<file path="src/source/llc_pkg.sv">
package llc_pkg;

    localparam int LLC_WAYS       = 4;
    localparam int LLC_WAY_BITS   = $clog2(LLC_WAYS);
    localparam int LLC_SET_BITS   = 4;
    localparam int LLC_SETS       = 16;
    localparam int LLC_TAG_BITS   = 12;
    localparam int LINE_ADDR_BITS = LLC_TAG_BITS + LLC_SET_BITS;
    localparam int LINE_BITS      = 64;
    localparam int REQ_ID_BITS    = 4;

    typedef logic [LINE_ADDR_BITS-1:0] line_addr_t;  // tag in the upper bits, set below
    typedef logic [LLC_SET_BITS-1:0]   llc_set_t;
    typedef logic [LLC_TAG_BITS-1:0]   llc_tag_t;
    typedef logic [LLC_WAY_BITS-1:0]   llc_way_t;
    typedef logic [LINE_BITS-1:0]      line_t;
    typedef logic [REQ_ID_BITS-1:0]    req_id_t;

    typedef enum logic [2:0] {
        DECODE     = 3'b000,
        READ_SET   = 3'b001,
        LOOKUP     = 3'b011,
        WRITE_BACK = 3'b010,
        FILL       = 3'b110,
        UPDATE     = 3'b111,
        RESPOND    = 3'b100
    } llc_state_t;

endpackage

</file>
<file path="src/source/llc_line_store.sv">
module llc_line_store import llc_pkg::*; (
    input  logic     clk,
    input  logic     rst,
    input  logic     rd_en_i,
    input  llc_set_t set_i,
    input  logic     wr_en_i,
    input  llc_way_t wr_way_i,
    input  line_t    wr_line_i,
    output line_t    lines_o [LLC_WAYS]
);

    line_t mem_q [LLC_SETS][LLC_WAYS];

    always_ff @(posedge clk) begin
        if (wr_en_i) begin
            mem_q[set_i][wr_way_i] <= wr_line_i;  // one way per write
        end
    end

    // the whole set is handed to the controller at once
    always_ff @(posedge clk or negedge rst) begin
        if (!rst) begin
            for (int w = 0; w < LLC_WAYS; w++) begin
                lines_o[w] <= '0;
            end
        end else if (rd_en_i) begin
            for (int w = 0; w < LLC_WAYS; w++) begin
                lines_o[w] <= mem_q[set_i][w];
            end
        end
    end

endmodule

</file>
<file path="config.mk">
export PLATFORM = sky130hd
export DESIGN_NAME = llc_line_store
export DESIGN_NICKNAME = d
export VERILOG_FILES = /design/src/source/llc_pkg.sv /design/src/source/llc_line_store.sv
export SDC_FILE = /design/constraint.sdc
export NUM_CORES = 2
export LEC_CHECK = 0
export ABC_AREA = 0
export BUFFER_PORTS_ARGS = -buffer_cell sky130_fd_sc_hd__buf_2
export CAP_MARGIN = 20
export CORE_AREA = 4 4 631 633
export CTS_BUF_LIST = sky130_fd_sc_hd__clkbuf_8
export DETAILED_ROUTE_END_ITERATION = 10
export DIE_AREA = 0 0 635 637
export PLACE_DENSITY_LB_ADDON = 0.05
export SLEW_MARGIN = 10
export SYNTH_ARGS = -nofsm -noshare
export SYNTH_HDL_FRONTEND = slang
export SYNTH_SLANG_ARGS = --single-unit
</file>
<file path="constraint.sdc">
create_clock -name clk -period 1.9 [get_ports clk]
set_input_delay 0.38 -clock clk [delete_from_list [all_inputs] [get_ports clk]]
set_output_delay 0.38 -clock clk [all_outputs]
set_load 0.05 [all_outputs]
</file>
==> impl_metrics.csv <==
group,metric,value,unit
setup_path,critical_path_buf_inv_count,2,
placement,dpl_cell_area,187000,um^2
setup_path,cp_max_fo,2,
setup_path,end_kind,"output port",
die,die_y,637,um
global_route,grt_use_total,25.2,%
cts,ctsLongestPathBuffers,4,
power,p_leak,0.0725,uW
setup_path,crit_path_start_kind,"flip-flop",
die,num_rows,230,
global_route,grt_pass1_vias,93800,
setup_path,r2r_slack,0.32,ns
detailed_routing,drtPass1Iterations,6,
sta,slew_viol_final,0,
setup_path,r2r.worst_path.cells,3,
global_route,grt_pass1_wl,724000,um
yosys,yosysWarnings,0,
layout,fillCellCount,31800,
placement,portBuffers,329,
cts,htreeDepth,6,
placement,place.gp.congestion,0.788,
power,ir_worst_vdd,568,uV
sta,slew_headroom,49.2,%
global_route,grt_remaining_overflow,0,
run_status,violations,"setup timing",
setup_path,crit_chain,"buf_12, buf_12",
yosys,synth_fp_nets,8756,
sta,worst_slack,-0.401,ns
sta,max_freq,435,MHz
yosys,yosysUniqueCellTypes,28,
cts,numCtsBuffers,720,
detailed_routing,wl_per_cell,31.7,um
layout,final_cell_area,204000,um^2
die,die_x,635,um
setup_path,cp_common_cell,"buf_12",
cts,path_clk_slew,0.06,ns
cts,clk_latency,1.21,ns
setup_path,worst_ep_arrival_time,1.92,ns
cts,cts_tree,"built",
global_route,grt_max_degree,65,
placement,dp.cells,14900,
setup_path,cp.depth,2,
placement,hpwl,324000,um
yosys,netlist_instances,8682,
detailed_routing,totalWireLength,519000,um
sta,tightest_slew,0.762,ns
cts,cts_root_buf,"clkbuf_8",
layout,final_cell_count_no_fill,16400,
setup_path,max_stage_delay,0.42,ns
sta,period_share,121,%
job,maxCapViolations,0,
cts,clkSinkCount,4352,
min_path,min_path_type,"in2reg",
detailed_routing,postRouteAntennaNets,0,
power,cellPowerDensity,993,nW/um^2
global_route,antenna_found_initial,46,
die,design.core.area,392000,um^2
detailed_routing,drtIter0Drc,8683,
layout,synthToLayoutAreaGrowth,24.1,%
detailed_routing,vias,91100,
sta,rsz0062_at_grt,"yes",
sta,skew,0.0608,ns
setup_path,required,1.52,ns
detailed_routing,drcViolationCount,0,
layout,final_layout_size_suffix_gt1_share,26.7,%
sta,finalSetupViolCount,256,
die,pin_count,330,
die,dieArea,404000,um^2
min_path,whs_path_depth,3,
yosys,synth_area_per_cell,18.9,um^2
setup_path,critical_path_class,"reg2out",
setup_path,critPathSlowestCell,"dfrtp_2",
run_status,status,"finished with violations",
yosys,synth-seq-cells,4352,
setup_path,crit_family,"flip-flops",
yosys,syn_area,164000,um^2
sta,finalHoldViolCount,0,
detailed_routing,vias_per_cell,5.56,
sta,min_period,2.30,ns
die,initial_core_util,41.9,%
yosys,yosysSeqAreaShare,78.8,%
layout,layout.nets,10600,
-- cells in the mapped netlist, drive strengths merged --
cell | number | area share, %
edfxtp | 4096 | 75
mux2i | 1536 | 9.4
nor2 | 541 | 1.2
o22ai | 512 | 2.0
buf | 287 | 0.98
a31oi | 256 | 0.98
dfrtp | 256 | 3.9
mux4 | 256 | 3.5
clkbuf | 241 | 0.55
a221oi | 130 | 0.69
o21ai | 130 | 0.40
nand2 | 129 | 0.29
nand3 | 129 | 0.39
a2bb2oi | 126 | 0.67
nor3 | 36 | 0.11
nand3b | 6 | 0.027
nand2b | 5 | 0.019
or3b | 4 | 0.021
or3 | 3 | 0.011
and2 | 1 | 0.0038
nor2b | 1 | 0.0038
or2 | 1 | 0.0038
-- path summary, 6_finish.rpt --
| path | startpoint | to |
|---|---|---|
| max in group asynchronous | rst | lines_o[222] |
| setup / recovery | lines_o[166] | lines_o[166] |
| setup reg to reg | mem_q[2][255] | lines_o[255] |
| min in group asynchronous | rst | lines_o[183] |
| hold reg to reg | lines_o[100] | lines_o[100] |
| hold / removal | rd_en_i | lines_o[187] |
-- routing by layer --
layer | global-route usage [%] | share of wire [%] | up-vias
li1 | - | - | 39100
met1 | 35.8 | 44 | 48200
met2 | 41.5 | 48 | 3108
met3 | 3.52 | 6.0 | 643
met4 | 5.67 | 2.0 | 4
met5 | 0 | 0.0040 | -
-- worst min-delay path, stage by stage --
cell and delay, ns:
dlygate4sd3_1 0.56, buf_8 0.21, a31oi_1 0.15
-- layout by cell type (no fill, tap or decap), types with 2 or more instances in the layout --
cell           instances
a221oi_1             130
a2bb2oi_1            126
a31oi_1              256
buf_12               590
buf_2                 60
buf_4                685
buf_6                213
buf_8                 34
bufinv_16             10
clkbuf_8             798
clkinv_1             135
clkinv_2              70
clkinv_8               5
clkinvlp_4            18
dfrtp_1              119
dfrtp_2              137
diode_2               12
dlygate4sd3_1         74
edfxtp_1            4096
inv_1                275
inv_12                 4
inv_6                 10
inv_8                 14
mux2i_1             1536
mux4_2               256
nand2_1              128
nand2b_1               2
nand2b_4               3
nand3_1              127
nand3b_1               6
nor2_1               513
nor2_4                28
nor3_4                36
o21ai_0               43
o21ai_1               87
o22ai_1              512
or3_1                  2
or3b_4                 4
-- metrics by stage --
step           util (%)  hold WS, ns  power (uW)  TNS (ns)  setup slack, ns
2_1_floorplan         -       0.0844      116000  -4759.25            -1.39
3_3_place_gp       47.6        0.407      125000   -954.15           -0.467
3_5_place_dp       47.6        0.397      125000   -977.19           -0.507
4_1_cts            51.9       0.0134      205000   -115.75           -0.558
5_1_grt            52.0        0.107      210000    -97.57           -0.496
6_report           52.0        0.185      202000    -69.24           -0.401
-- flip-flops by register name (all words and copies together) (netlist names) --
| signal | cells |
|---|---|
| mem_q | 4096 |
| lines_o | 256 |
-- where the power goes --
group / switching [uW] / internal [uW]
clock network: 38000 / 40100
logic: 10400 / 6160
registers: 1380 / 106000
total: 49800 / 153000
-- kinds of logic after synthesis --
family	count (synthesis)	synth area share, %
buffers and inverters	528	1.53
muxes	1792	12.9
AOI/OAI and AO/OA	1154	4.69
and+or+nand+nor	856	2.12
DFF	4352	78.8
-- area by class of cell --
class / instances / area, um^2 / share of cell area (%)
flip-flops and latches: 4352 / 130000 / 63.6
clock buffers: 798 / 11000 / 5.39
clock inverters: 541 / 2720 / 1.33
multi-input cells: 3802 / 33000 / 16.2
well taps: 5220 / 6530 / 3.21
repair buffers: 1656 / 20900 / 10.3
diodes: 12 / 30.0 / 0.0147
-- timing repair --
item	in CTS	in global routing
endpoints found under the hold margin	5047	0
hold buffers	76	0
setup endpoints to repair	256	311
gates resized for setup	694	12
pin swaps	0	0
setup buffers	56	29
Power figures use the tool's default switching activity.
