`src/source/llc_pkg.sv`:
```
package llc_pkg;

    localparam int LLC_WAYS       = 4;
    localparam int LLC_WAY_BITS   = $clog2(LLC_WAYS);
    localparam int LLC_SET_BITS   = 4;
    localparam int LLC_SETS       = 16;
    localparam int LLC_TAG_BITS   = 12;
    localparam int LINE_ADDR_BITS = LLC_TAG_BITS + LLC_SET_BITS;
    localparam int LINE_BITS      = 64;
    localparam int REQ_ID_BITS    = 4;

    typedef logic [LINE_ADDR_BITS-1:0] line_addr_t;  // tag in the upper bits, set below
    typedef logic [LLC_SET_BITS-1:0]   llc_set_t;
    typedef logic [LLC_TAG_BITS-1:0]   llc_tag_t;
    typedef logic [LLC_WAY_BITS-1:0]   llc_way_t;
    typedef logic [LINE_BITS-1:0]      line_t;
    typedef logic [REQ_ID_BITS-1:0]    req_id_t;

    typedef enum logic [2:0] {
        DECODE     = 3'b000,
        READ_SET   = 3'b001,
        LOOKUP     = 3'b011,
        WRITE_BACK = 3'b010,
        FILL       = 3'b110,
        UPDATE     = 3'b111,
        RESPOND    = 3'b100
    } llc_state_t;

endpackage

```
`src/source/llc_tag_store.sv`:
```
module llc_tag_store import llc_pkg::*; (
    input  logic     clk,
    input  logic     rst,
    input  logic     rd_en_i,
    input  llc_set_t set_i,
    input  logic     wr_en_i,
    input  llc_way_t wr_way_i,
    input  llc_tag_t wr_tag_i,
    input  logic     wr_dirty_i,
    input  logic     advance_i,
    input  llc_tag_t tag_i,
    output logic     hit_o,
    output llc_way_t hit_way_o,
    output llc_way_t victim_way_o,
    output logic     victim_valid_o,
    output logic     victim_dirty_o,
    output llc_tag_t victim_tag_o
);

    logic [LLC_WAYS-1:0] valid_q [LLC_SETS];
    logic [LLC_WAYS-1:0] dirty_q [LLC_SETS];
    llc_tag_t            tag_q   [LLC_SETS][LLC_WAYS];
    llc_way_t            evict_q [LLC_SETS];  // round-robin pointer of each set

    logic     hit_c;
    llc_way_t hit_way_c;
    llc_way_t evict_way;

    assign evict_way = evict_q[set_i];

    always_comb begin
        hit_c = 1'b0;
        hit_way_c = '0;
        for (int w = 0; w < LLC_WAYS; w++) begin
            if (valid_q[set_i][w] && (tag_q[set_i][w] == tag_i)) begin
                hit_c = 1'b1;
                hit_way_c = llc_way_t'(w);
            end
        end
    end

    always_ff @(posedge clk or negedge rst) begin
        if (!rst) begin
            for (int s = 0; s < LLC_SETS; s++) begin
                valid_q[s] <= '0;
                dirty_q[s] <= '0;
                evict_q[s] <= '0;
            end
        end else begin
            if (wr_en_i) begin
                valid_q[set_i][wr_way_i] <= 1'b1;
                dirty_q[set_i][wr_way_i] <= wr_dirty_i;
            end
            if (advance_i) begin
                evict_q[set_i] <= evict_q[set_i] + 1'b1;  // wraps after the last way
            end
        end
    end

    always_ff @(posedge clk) begin
        if (wr_en_i) begin
            tag_q[set_i][wr_way_i] <= wr_tag_i;
        end
    end

    // lookup results stay put until the next read of a set
    always_ff @(posedge clk or negedge rst) begin
        if (!rst) begin
            hit_o <= 1'b0;
            hit_way_o <= '0;
            victim_way_o <= '0;
            victim_valid_o <= 1'b0;
            victim_dirty_o <= 1'b0;
            victim_tag_o <= '0;
        end else if (rd_en_i) begin
            hit_o <= hit_c;
            hit_way_o <= hit_way_c;
            victim_way_o <= evict_way;
            victim_valid_o <= valid_q[set_i][evict_way];
            victim_dirty_o <= dirty_q[set_i][evict_way];
            victim_tag_o <= tag_q[set_i][evict_way];
        end
    end

endmodule

```
`config.mk`:
```
export PLATFORM = sky130hd
export DESIGN_NAME = llc_tag_store
export DESIGN_NICKNAME = d
export VERILOG_FILES = /design/src/source/llc_pkg.sv /design/src/source/llc_tag_store.sv
export SDC_FILE = /design/constraint.sdc
export NUM_CORES = 1
export LEC_CHECK = 0
export BUFFER_PORTS_ARGS = -buffer_cell sky130_fd_sc_hd__buf_2
export CAP_MARGIN = 40
export CORE_MARGIN = 5
export CORE_UTILIZATION = 63
export DETAILED_ROUTE_END_ITERATION = 8
export PLACE_DENSITY = 0.81
export SETUP_SLACK_MARGIN = 0.4
export SLEW_MARGIN = 25
export SYNTH_ARGS = -nofsm -noshare
export SYNTH_HDL_FRONTEND = slang
export SYNTH_SLANG_ARGS = --single-unit
```
`constraint.sdc`:
```
create_clock -name clk -period 3.28 [get_ports clk]
set_clock_uncertainty 0.05 [all_clocks]
set_input_delay 0.164 -clock clk [delete_from_list [all_inputs] [get_ports clk]]
set_output_delay 0.164 -clock clk [all_outputs]
set_load 0.01 [all_outputs]
```
==> results.toml <==
[synth]
synth-main-ff-cell = "edfxtp_1"
synth.top_cell.area_share = 0.588
synth_adder_area_share = 0
synth-compound-area-share = 0.0427
syn_area_per_cell_um2 = 17.6
synth_xor_area_frac = 0.0129
synthTopCellsByArea = "edfxtp_1, dfrtp_1, mux4_2, mux2i_1, mux2_2"
yosys_register_bits = 947
synth_edf_count = 768
synth_seq_area_share = 0.702
synth_cells = 2223
synthMuxAreaShare = 0.173
synthArstFlopShare = 0.189
synth_fp_nets = 2259
synth_cell_types = 70
synth_top_area_cell = "edfxtp_1"
yosys_warnings = 0
synth_top_family_by_area = "multiplexers"
syn_area_um2 = 39200
synth_simple_gate_area_frac = 0.0470

[layout]
stdcell_area_um2 = 45800
regArea_um2 = 27500
mostFrequentLayoutCells = "edfxtp_1, buf_4, dfrtp_1"
final_common_cell = "edfxtp_1"
layout-drive-gt1-share = 0.317
area_growth_pct = 16.8
instances_no_fill = 3427
multiInputGateArea_um2 = 10900
nFillCells = 3512
final_nets = 2547

[timing]
period_minus_slack_ns = 2.80
rsz0062_at_grt = "yes"
worst_pin_slew_ns = 0.893
setup_slack_ns = 0.480
period_share = 0.854
maxSlewViolCount = 0
fmax_ghz = 0.357
finalHoldViolations = 0
setup_violations = 0
maxSlewHeadroom = 0.404

[placed_design]
io_buffers = 54
hpwl_um = 77000
pre_cts_slack_ns = 0.00995
dp.cells = 3233
place_area_um2 = 42400
place_congestion = 1.00

[worst_setup_path]
path_delay_family = "multiplexers"
r2r-start = "evict_q[7]$_DFFE_PN0P_"
crit_chain = "mux4_2, mux4_2, buf_12, buf_12, mux4_2, nand2_1, o311ai_0, clkbuf_2, buf_4, o21ai_0"
cp-end-kind = "flip-flop"
cp_data_arrival_time_ns = 3.31
required_ns = 3.79
crit_top_cell = "mux4_2"
cp_slowest_cell = "mux4_2"
critPathMaxStageDelay_ns = 0.52
r2r-end = "victim_tag_o[10]$_DFFE_PN0P_"
path_depth = 10
crit_type = "reg2reg"
r2r_cells = 10
critical_path_buf_inv_count = 4
crit_fanout = 6
worstSetupStartpointType = "flip-flop"
rrSetupSlack_ns = 0.48

[detailed_routing]
drcViolationCount = 0
vias_per_cell = 6.92
drt-pass1-iter-count = 6
wire_per_inst_um = 34.5
ant_nets = 0
drt-initial-drc-count = 3680
finalWirelength_um = 118000
vias = 23700

[clock_tree]
clkTransAtPathRegs_ns = 0.07
clock_sinks = 947
cts_root_buffer = "clkbuf_16"
cts_buffers = 92
cts_tree = "yes"
clock_path_buffers = 3
clock_latency_ns = 0.66
htree_num_levels = 3

[min_path]
min_path_type = "in2reg"
hp-start = "rd_en_i"
min_delay_path_depth = 2
whs_endpoint = "victim_tag_o[6]$_DFFE_PN0P_"

[floorplanning]
rows = 91
die_h_um = 260
dieArea_um2 = 67400
io_pins = 55
start_util = 0.636
coreArea_um2 = 61700
dieWidth_um = 260

[global_routing]
overflow = 0
grt_pass1_wl_um = 169000
grt_antenna_before_repair = 4
grt_max_degree = 74
grt_pass1_vias = 23700
grt_util_all_layers = 0.354

[flow_run]
maxCapViolations = 0

[power]
p_per_area_nw_per_um2 = 621
p_leak_nw = 16.6
p_total_mw = 28.5
vdd_drop_max_mv = 0.548

[run_status]
status = "completed"
==> power by group <==
group,internal (mW),switching (mW),leakage [nW]
logic,1.60,2.01,5.90
clock network,6.32,4.58,1.52
registers,13.6,0.381,9.19
==> layout make-up <==
type	instances	share of cell area
clock buffer	127	0.0578
multi-input combinational	1126	0.237
inverter	15	0.00123
antenna	1	0.0000546
sequential	947	0.601
timing repair buffer	329	0.0695
tap	837	0.0229
clock inverter	45	0.0106
==> sequential cells by signal, summed over array words and instances, names as in the netlist <==
name / flops
evict_q: 32
victim_dirty_o: 1
dirty_q: 64
tag_q: 768
victim_way_o: 2
valid_q: 64
victim_valid_o: 1
hit_way_o: 2
victim_tag_o: 12
hit_o: 1
==> synth_stat cells, types with 10 or more instances <==
library cell,instances
mux4_2,173
mux4_1,17
a22oi_1,38
nand3_1,30
edfxtp_1,768
or2_2,69
mux2_2,88
clkbuf_1,54
inv_1,10
mux2i_1,141
buf_4,17
xor2_1,14
xnor2_1,44
o21ai_0,60
nor2_1,117
a21oi_1,33
o22ai_1,30
buf_2,29
nand2_1,130
a211oi_1,10
a31oi_1,13
buf_6,24
dfrtp_1,179
==> cells by family (layout without fill, tap and decap cells) <==
kind of cell / count (synthesis) / count (layout)
mux: 421 / 421
flops: 947 / 947
buf+inv: 150 / 516
compound gates: 250 / 250
other cells: 0 / 1
xor+xnor: 58 / 58
simple gates: 397 / 397
==> per-stage QoR <==
step,hold slack (ns),utilization,setup TNS (ns)
after detailed placement,0.103,0.687,0
after global routing,0.0423,0.743,0
after CTS,0.00623,0.741,0
after floorplan,-0.182,-,0
final,0.0458,0.743,0
after global placement,0.353,0.685,-0.220
==> worst max path at each step <==
stage                      startpoint                           end  slack, ns
2_1_floorplan                set_i[1]       dirty_q[50]$_DFFE_PN0P_       0.56
3_3_place_gp                 set_i[0]  victim_tag_o[10]$_DFFE_PN0P_      -0.22
3_5_place_dp                 set_i[0]  victim_tag_o[10]$_DFFE_PN0P_       0.01
4_1_cts        tag_q[10][3]$_DFFE_PP_             hit_o$_DFFE_PN0P_       0.41
5_1_grt        tag_q[8][14]$_DFFE_PP_      hit_way_o[0]$_DFFE_PN0P_       0.36
6_report       evict_q[7]$_DFFE_PN0P_  victim_tag_o[10]$_DFFE_PN0P_       0.48
==> worst reg2reg max path, delay by kind of cell (launching register included) <==
kind / cells / cell delay (ns)
flops: 1 / 0.40
compound gates: 2 / 0.21
buf+inv: 4 / 0.67
simple gates: 1 / 0.09
mux: 3 / 1.27
==> timing repair <==
action,in CTS,in global routing
gates resized for setup,4,9
pin swaps,1,2
buffers inserted,8,2
hold buffers,6,2
endpoints found under the hold margin,197,30
endpoints found under the setup margin,5,5
gates cloned,1,0
==> per-layer routing <==
metal / GRT usage / vias up / share of wire
met2: 0.541 / 1933 / 0.47
met1: 0.503 / 12100 / 0.36
met3: 0.0944 / 328 / 0.13
li1: - / 9367 / -
met5: 0 / - / 0.00030
met4: 0.131 / 6 / 0.046
(Power assumes the default switching activity.)
