<file path="src/source/llc_pkg.sv">
package llc_pkg;

    localparam int LLC_WAYS       = 4;
    localparam int LLC_WAY_BITS   = $clog2(LLC_WAYS);
    localparam int LLC_SET_BITS   = 4;
    localparam int LLC_SETS       = 16;
    localparam int LLC_TAG_BITS   = 12;
    localparam int LINE_ADDR_BITS = LLC_TAG_BITS + LLC_SET_BITS;
    localparam int LINE_BITS      = 64;
    localparam int REQ_ID_BITS    = 4;

    typedef logic [LINE_ADDR_BITS-1:0] line_addr_t;  // tag in the upper bits, set below
    typedef logic [LLC_SET_BITS-1:0]   llc_set_t;
    typedef logic [LLC_TAG_BITS-1:0]   llc_tag_t;
    typedef logic [LLC_WAY_BITS-1:0]   llc_way_t;
    typedef logic [LINE_BITS-1:0]      line_t;
    typedef logic [REQ_ID_BITS-1:0]    req_id_t;

    typedef enum logic [2:0] {
        DECODE     = 3'b000,
        READ_SET   = 3'b001,
        LOOKUP     = 3'b011,
        WRITE_BACK = 3'b010,
        FILL       = 3'b110,
        UPDATE     = 3'b111,
        RESPOND    = 3'b100
    } llc_state_t;

endpackage

</file>
<file path="src/source/llc_ctrl.sv">
module llc_ctrl import llc_pkg::*; (
    input  logic       clk,
    input  logic       rst,
    input  logic       req_valid_i,
    output logic       req_ready_o,
    input  logic       req_write_i,
    input  line_addr_t req_addr_i,
    input  line_t      req_line_i,
    input  req_id_t    req_id_i,
    output logic       rsp_valid_o,
    input  logic       rsp_ready_i,
    output line_t      rsp_line_o,
    output req_id_t    rsp_id_o,
    output logic       mem_req_valid_o,
    input  logic       mem_req_ready_i,
    output logic       mem_req_write_o,
    output line_addr_t mem_req_addr_o,
    output line_t      mem_req_line_o,
    input  logic       mem_rsp_valid_i,
    output logic       mem_rsp_ready_o,
    input  line_t      mem_rsp_line_i,
    output logic       rd_en_o,
    output llc_set_t   set_o,
    output llc_tag_t   tag_o,
    output logic       wr_en_o,
    output llc_way_t   wr_way_o,
    output llc_tag_t   wr_tag_o,
    output logic       wr_dirty_o,
    output line_t      wr_line_o,
    output logic       advance_o,
    input  logic       hit_i,
    input  llc_way_t   hit_way_i,
    input  llc_way_t   victim_way_i,
    input  logic       victim_valid_i,
    input  logic       victim_dirty_i,
    input  llc_tag_t   victim_tag_i,
    input  line_t      lines_i [LLC_WAYS]
);

    llc_state_t state, next_state;
    logic       req_write_q;
    line_addr_t req_addr_q;
    line_t      req_line_q;
    req_id_t    req_id_q;
    line_t      line_q;
    logic       fill_sent_q;
    llc_set_t   req_set;
    llc_tag_t   req_tag;
    llc_way_t   way_sel;
    logic       mem_rsp_fire;

    assign req_set = req_addr_q[LLC_SET_BITS-1:0];
    assign req_tag = req_addr_q[LLC_SET_BITS +: LLC_TAG_BITS];
    assign way_sel = hit_i ? hit_way_i : victim_way_i;  // store outputs hold until the next read
    assign mem_rsp_fire = mem_rsp_valid_i && mem_rsp_ready_o;

    always_ff @(posedge clk or negedge rst) begin
        if (!rst) begin
            state <= DECODE;
        end else begin
            state <= next_state;
        end
    end

    always_comb begin
        next_state = state;
        case (state)
            DECODE: if (req_valid_i) next_state = READ_SET;
            READ_SET: next_state = LOOKUP;
            LOOKUP: begin
                if (hit_i) begin
                    next_state = UPDATE;
                end else if (victim_valid_i && victim_dirty_i) begin
                    next_state = WRITE_BACK;
                end else begin
                    next_state = FILL;
                end
            end
            WRITE_BACK: if (mem_req_ready_i) next_state = FILL;
            FILL: if (mem_rsp_fire) next_state = UPDATE;
            UPDATE: next_state = RESPOND;
            RESPOND: if (rsp_ready_i) next_state = DECODE;
            default: next_state = DECODE;
        endcase
    end

    always_ff @(posedge clk) begin
        if (req_valid_i && req_ready_o) begin
            req_write_q <= req_write_i;
            req_addr_q <= req_addr_i;
            req_line_q <= req_line_i;
            req_id_q <= req_id_i;
        end
    end

    // holds the victim for a write-back until the fill replaces it
    always_ff @(posedge clk) begin
        if (state == LOOKUP) begin
            line_q <= (hit_i && req_write_q) ? req_line_q : lines_i[way_sel];
        end else if (mem_rsp_fire) begin
            line_q <= req_write_q ? req_line_q : mem_rsp_line_i;
        end
    end

    always_ff @(posedge clk or negedge rst) begin
        if (!rst) begin
            fill_sent_q <= 1'b0;
        end else if (mem_rsp_fire) begin
            fill_sent_q <= 1'b0;
        end else if (state == FILL && mem_req_ready_i) begin
            fill_sent_q <= 1'b1;  // read issued, now waiting for the line
        end
    end

    assign req_ready_o = (state == DECODE);
    assign rd_en_o = (state == READ_SET);
    assign set_o = req_set;
    assign tag_o = req_tag;

    assign mem_req_valid_o = (state == WRITE_BACK) || (state == FILL && !fill_sent_q);
    assign mem_req_write_o = (state == WRITE_BACK);
    assign mem_req_addr_o = (state == WRITE_BACK) ? {victim_tag_i, req_set} : req_addr_q;
    assign mem_req_line_o = line_q;
    assign mem_rsp_ready_o = (state == FILL) && fill_sent_q;

    // a read hit changes nothing, so its dirty bit stays as it was
    assign wr_en_o = (state == UPDATE) && (req_write_q || !hit_i);
    assign wr_way_o = way_sel;
    assign wr_tag_o = req_tag;
    assign wr_dirty_o = req_write_q;
    assign wr_line_o = line_q;
    assign advance_o = (state == UPDATE) && !hit_i;

    assign rsp_valid_o = (state == RESPOND);
    assign rsp_line_o = line_q;
    assign rsp_id_o = req_id_q;

endmodule

</file>
<file path="config.mk">
export PLATFORM = sky130hd
export DESIGN_NAME = llc_ctrl
export DESIGN_NICKNAME = d
export VERILOG_FILES = /design/src/source/llc_pkg.sv /design/src/source/llc_ctrl.sv
export SDC_FILE = /design/constraint.sdc
export NUM_CORES = 1
export LEC_CHECK = 0
export ABC_CLOCK_PERIOD_IN_PS = 6950
export BUFFER_PORTS_ARGS = -buffer_cell sky130_fd_sc_hd__buf_2
export CAP_MARGIN = 20
export CORE_AREA = 2 2 265 267
export DETAILED_ROUTE_END_ITERATION = 8
export DIE_AREA = 0 0 267 269
export GPL_TIMING_DRIVEN = 1
export RECOVER_POWER = 50
export SETUP_SLACK_MARGIN = 0.15
export SLEW_MARGIN = 20
export SYNTH_ARGS = -nofsm -noshare
export SYNTH_HDL_FRONTEND = slang
export SYNTH_SLANG_ARGS = --single-unit
export TNS_END_PERCENT = 50
</file>
<file path="constraint.sdc">
create_clock -name clk -period 6.95 [get_ports clk]
set_input_delay 1.39 -clock clk [delete_from_list [all_inputs] [get_ports clk]]
set_output_delay 1.39 -clock clk [all_outputs]
set_load 0.02 [all_outputs]
</file>
==> metrics <==
register area share after synthesis=45.1%; vias=between 9k and 10k; GPL Wtd Cong=0.798; Final Hold Viols=0; # IOs=approximately 680; gr ovfl total=0; Max-slew headroom=-92.0%; WL final=about 44 mm; row cnt=between 90 and 100; Startpoint Class=input port; Iter 0 DRT Violations=around 690; RSZ-0062 raised after global routing=false; Syn Std Cell Area=10100 µm²; final core occ=approximately a fifth; CP endpoint kind=flop; Synth cell types=42; clock tree buffer depth=2; run status=complete, but fails checks; Fillers=7693; die height=269 µm; Syn Nets=between 1k and 1.5k; antenna violations before repair=9; wire length per cell=18.8 µm; Slew Viols, Final=105; Initial Util=14.6%; final net count=between 1.5k and 2k; Worst Path Class, Setup=input port to flop; violated checks=capacitance limit, slew limit; Required @ worst endpoint=about 7 ns; final period utilization=between 60% and 70%; DRC=0; synth top area cells=edfxtp_1, mux2i_1, buf_4; achievable frequency=roughly 0.23 GHz; area leader, netlist=edfxtp_1; crit path time final=between 4 and 5 ns; Vias/cell=roughly 4.0; All-Layer GR Usage=around an eighth; Worst Skew=around 0.013 ns; die width=267 µm; CTS tree=yes; clock sinks=about 150; synth warn=0; post_cts resized=0; I/O Buffers=680; Worst Hold Class=flop to flop; Core Box Area=69300 µm²; Register Area=~4600 µm²; first-pass GRT wire length=between 50 and 60 mm; area growth from synthesis to layout=36.2%; share of cells above drive strength 1=a little under half; htree depth=4; Worst Max-Slew Pin Slew=between 2 and 3 ns; CP max FO=48; average size of a mapped cell=approximately 12 µm²; First-pass DRT Iterations=5; VDD IR-drop max=roughly 0.00015 V; Lkg Pwr=5.61 nW; Power Density=roughly 290 nW/µm²; Die Area=slightly above 70000 µm²; Worst-Skew Late Latency=between 0.4 and 0.5 ns; detailed placement HPWL=around 33 mm; Crit path arrival time=~4.5 ns; antenna viol nets, final=0; Final setup violation count=0; post-CTS setup buffer count=0; total CTS buffers=17; total power=between 3 and 4 mW; Post-CTS Hold Fix Bufs=0; largest net degree at the start of global routing=between 60 and 70; Gate Count Post-Synth=between 800 and 900; setup total negative slack=0 ns; clk slew on worst S/H paths=about 0.07 ns; vias in the first global route=approximately 8.9k; max cap viols=3; post-synth top area share=roughly 44%; Yosys reg bits=between 150 and 200; clk root buf=clkbuf_16; Multi-input gate area=between 4000 and 5000 µm²
[power by group]
group          leakage [nW]  internal, mW  switching, mW
registers              1.41          1.29          0.154
logic                  3.92         0.542           1.02
clock network         0.276         0.530          0.441
total                  5.61          2.36           1.62
[through the flow]
stage               std cells  hold slack, ns  area (µm²)  worst slack (ns)
detailed placement       2302           0.544       13400              2.88
finish                   2337           0.554       13800              2.59
floorplan                 880           0.504       10100             0.210
CTS                      2334           0.553       13900              2.31
global route             2337           0.589       13800              2.17
global placement         2302           0.541       13400              2.84
[path summary, 6_finish.rpt]
path                                                 end               startpoint  slack, ns  cells after the start
worst max-delay path            req_line_q[47]$_DFFE_PP_              req_valid_i       2.59                      3
worst min register to register   fill_sent_q$_DFFE_PN0P_  fill_sent_q$_DFFE_PN0P_       0.55                      1
worst min-delay path             fill_sent_q$_DFFE_PN0P_  fill_sent_q$_DFFE_PN0P_       0.55                      1
min in group asynchronous           state[0]$_DFFE_PN0P_                      rst       0.77                      1
worst max register to register  req_line_q[47]$_DFFE_PP_                     flop       2.67                      3
max in group asynchronous           state[2]$_DFFE_PN0P_                      rst       5.95                      1
[Yosys cell counts]
master	count
nand3_1	45
a2111o_1	1
buf_2	14
o2111a_1	42
and2_1	4
edfxtp_1	149
o22a_1	63
buf_12	6
nor3b_1	2
nor2_2	2
nand2_2	1
nand3b_1	1
mux2_2	3
dfrtp_1	4
nand2_1	92
nand4b_1	2
o21ai_0	1
a2bb2oi_1	1
buf_6	6
clkbuf_1	43
a31oi_1	2
a22oi_1	42
nand4bb_1	1
clkinv_1	1
nor4bb_1	1
a21boi_0	1
o221ai_1	21
nor3_1	3
buf_8	2
nor2_1	6
clkbuf_4	1
nand2b_1	2
buf_4	145
mux2_1	9
mux2i_4	1
mux2i_1	129
a21oi_1	5
inv_1	2
mux2_4	1
o22ai_1	1
and3b_1	1
o311a_1	21
[flip-flops by register name (all words and copies together) (netlist names), named ones only]
signal and cells:
fill_sent_q 1, mem_req_line_o 64, req_addr_q 16, req_line_q 64, rsp_id_o 4, state 2
wr_dirty_o 1
[critical path: stages]
cell and delay (ns):
buf_2 0.09, and2_0 2.07, buf_4 0.82
[final cells by class]
| class | instances | share of cell area, % |
|---|---|---|
| timing repair buffer | 699 | 24.9 |
| tap | 940 | 8.51 |
| multi-input combinational | 507 | 29.2 |
| sequential | 153 | 33.1 |
| inverter | 3 | 0.0815 |
| clock buffer | 18 | 3.11 |
| clock inverter | 14 | 1.06 |
| antenna | 3 | 0.0543 |
[kinds of logic after synthesis]
family          Yosys count  synth area share [%]
flops                   153                  45.1
mux                     143                  14.4
buf+inv                 220                  15.4
simple gates            163                  7.24
compound gates          201                  17.9
[layer usage]
| metal | track usage [%] | wire length (µm) |
|---|---|---|
| met5 | 0 | 15 |
| met3 | 2.17 | 2710 |
| met1 | 15.4 | 19500 |
| met2 | 18.4 | 20800 |
| met4 | 5.13 | 1050 |
[cells in the final DEF, fill, tap and decap left out, types with 3 or more instances in the layout]
cell       count
a22oi_1       42
o2111a_1      42
mux2_1         9
clkinv_1       3
buf_2        589
diode_2        3
mux2_2         3
clkbuf_1      94
nand2_1       91
nor2_1         5
buf_4         16
dfrtp_1        4
edfxtp_1     149
nand3_1       45
clkbuf_16     17
o22a_1        63
o311a_1       21
nor3_1         3
inv_6          3
a21oi_1        5
o221ai_1      21
mux2i_1      129
Power figures use the tool's default switching activity.
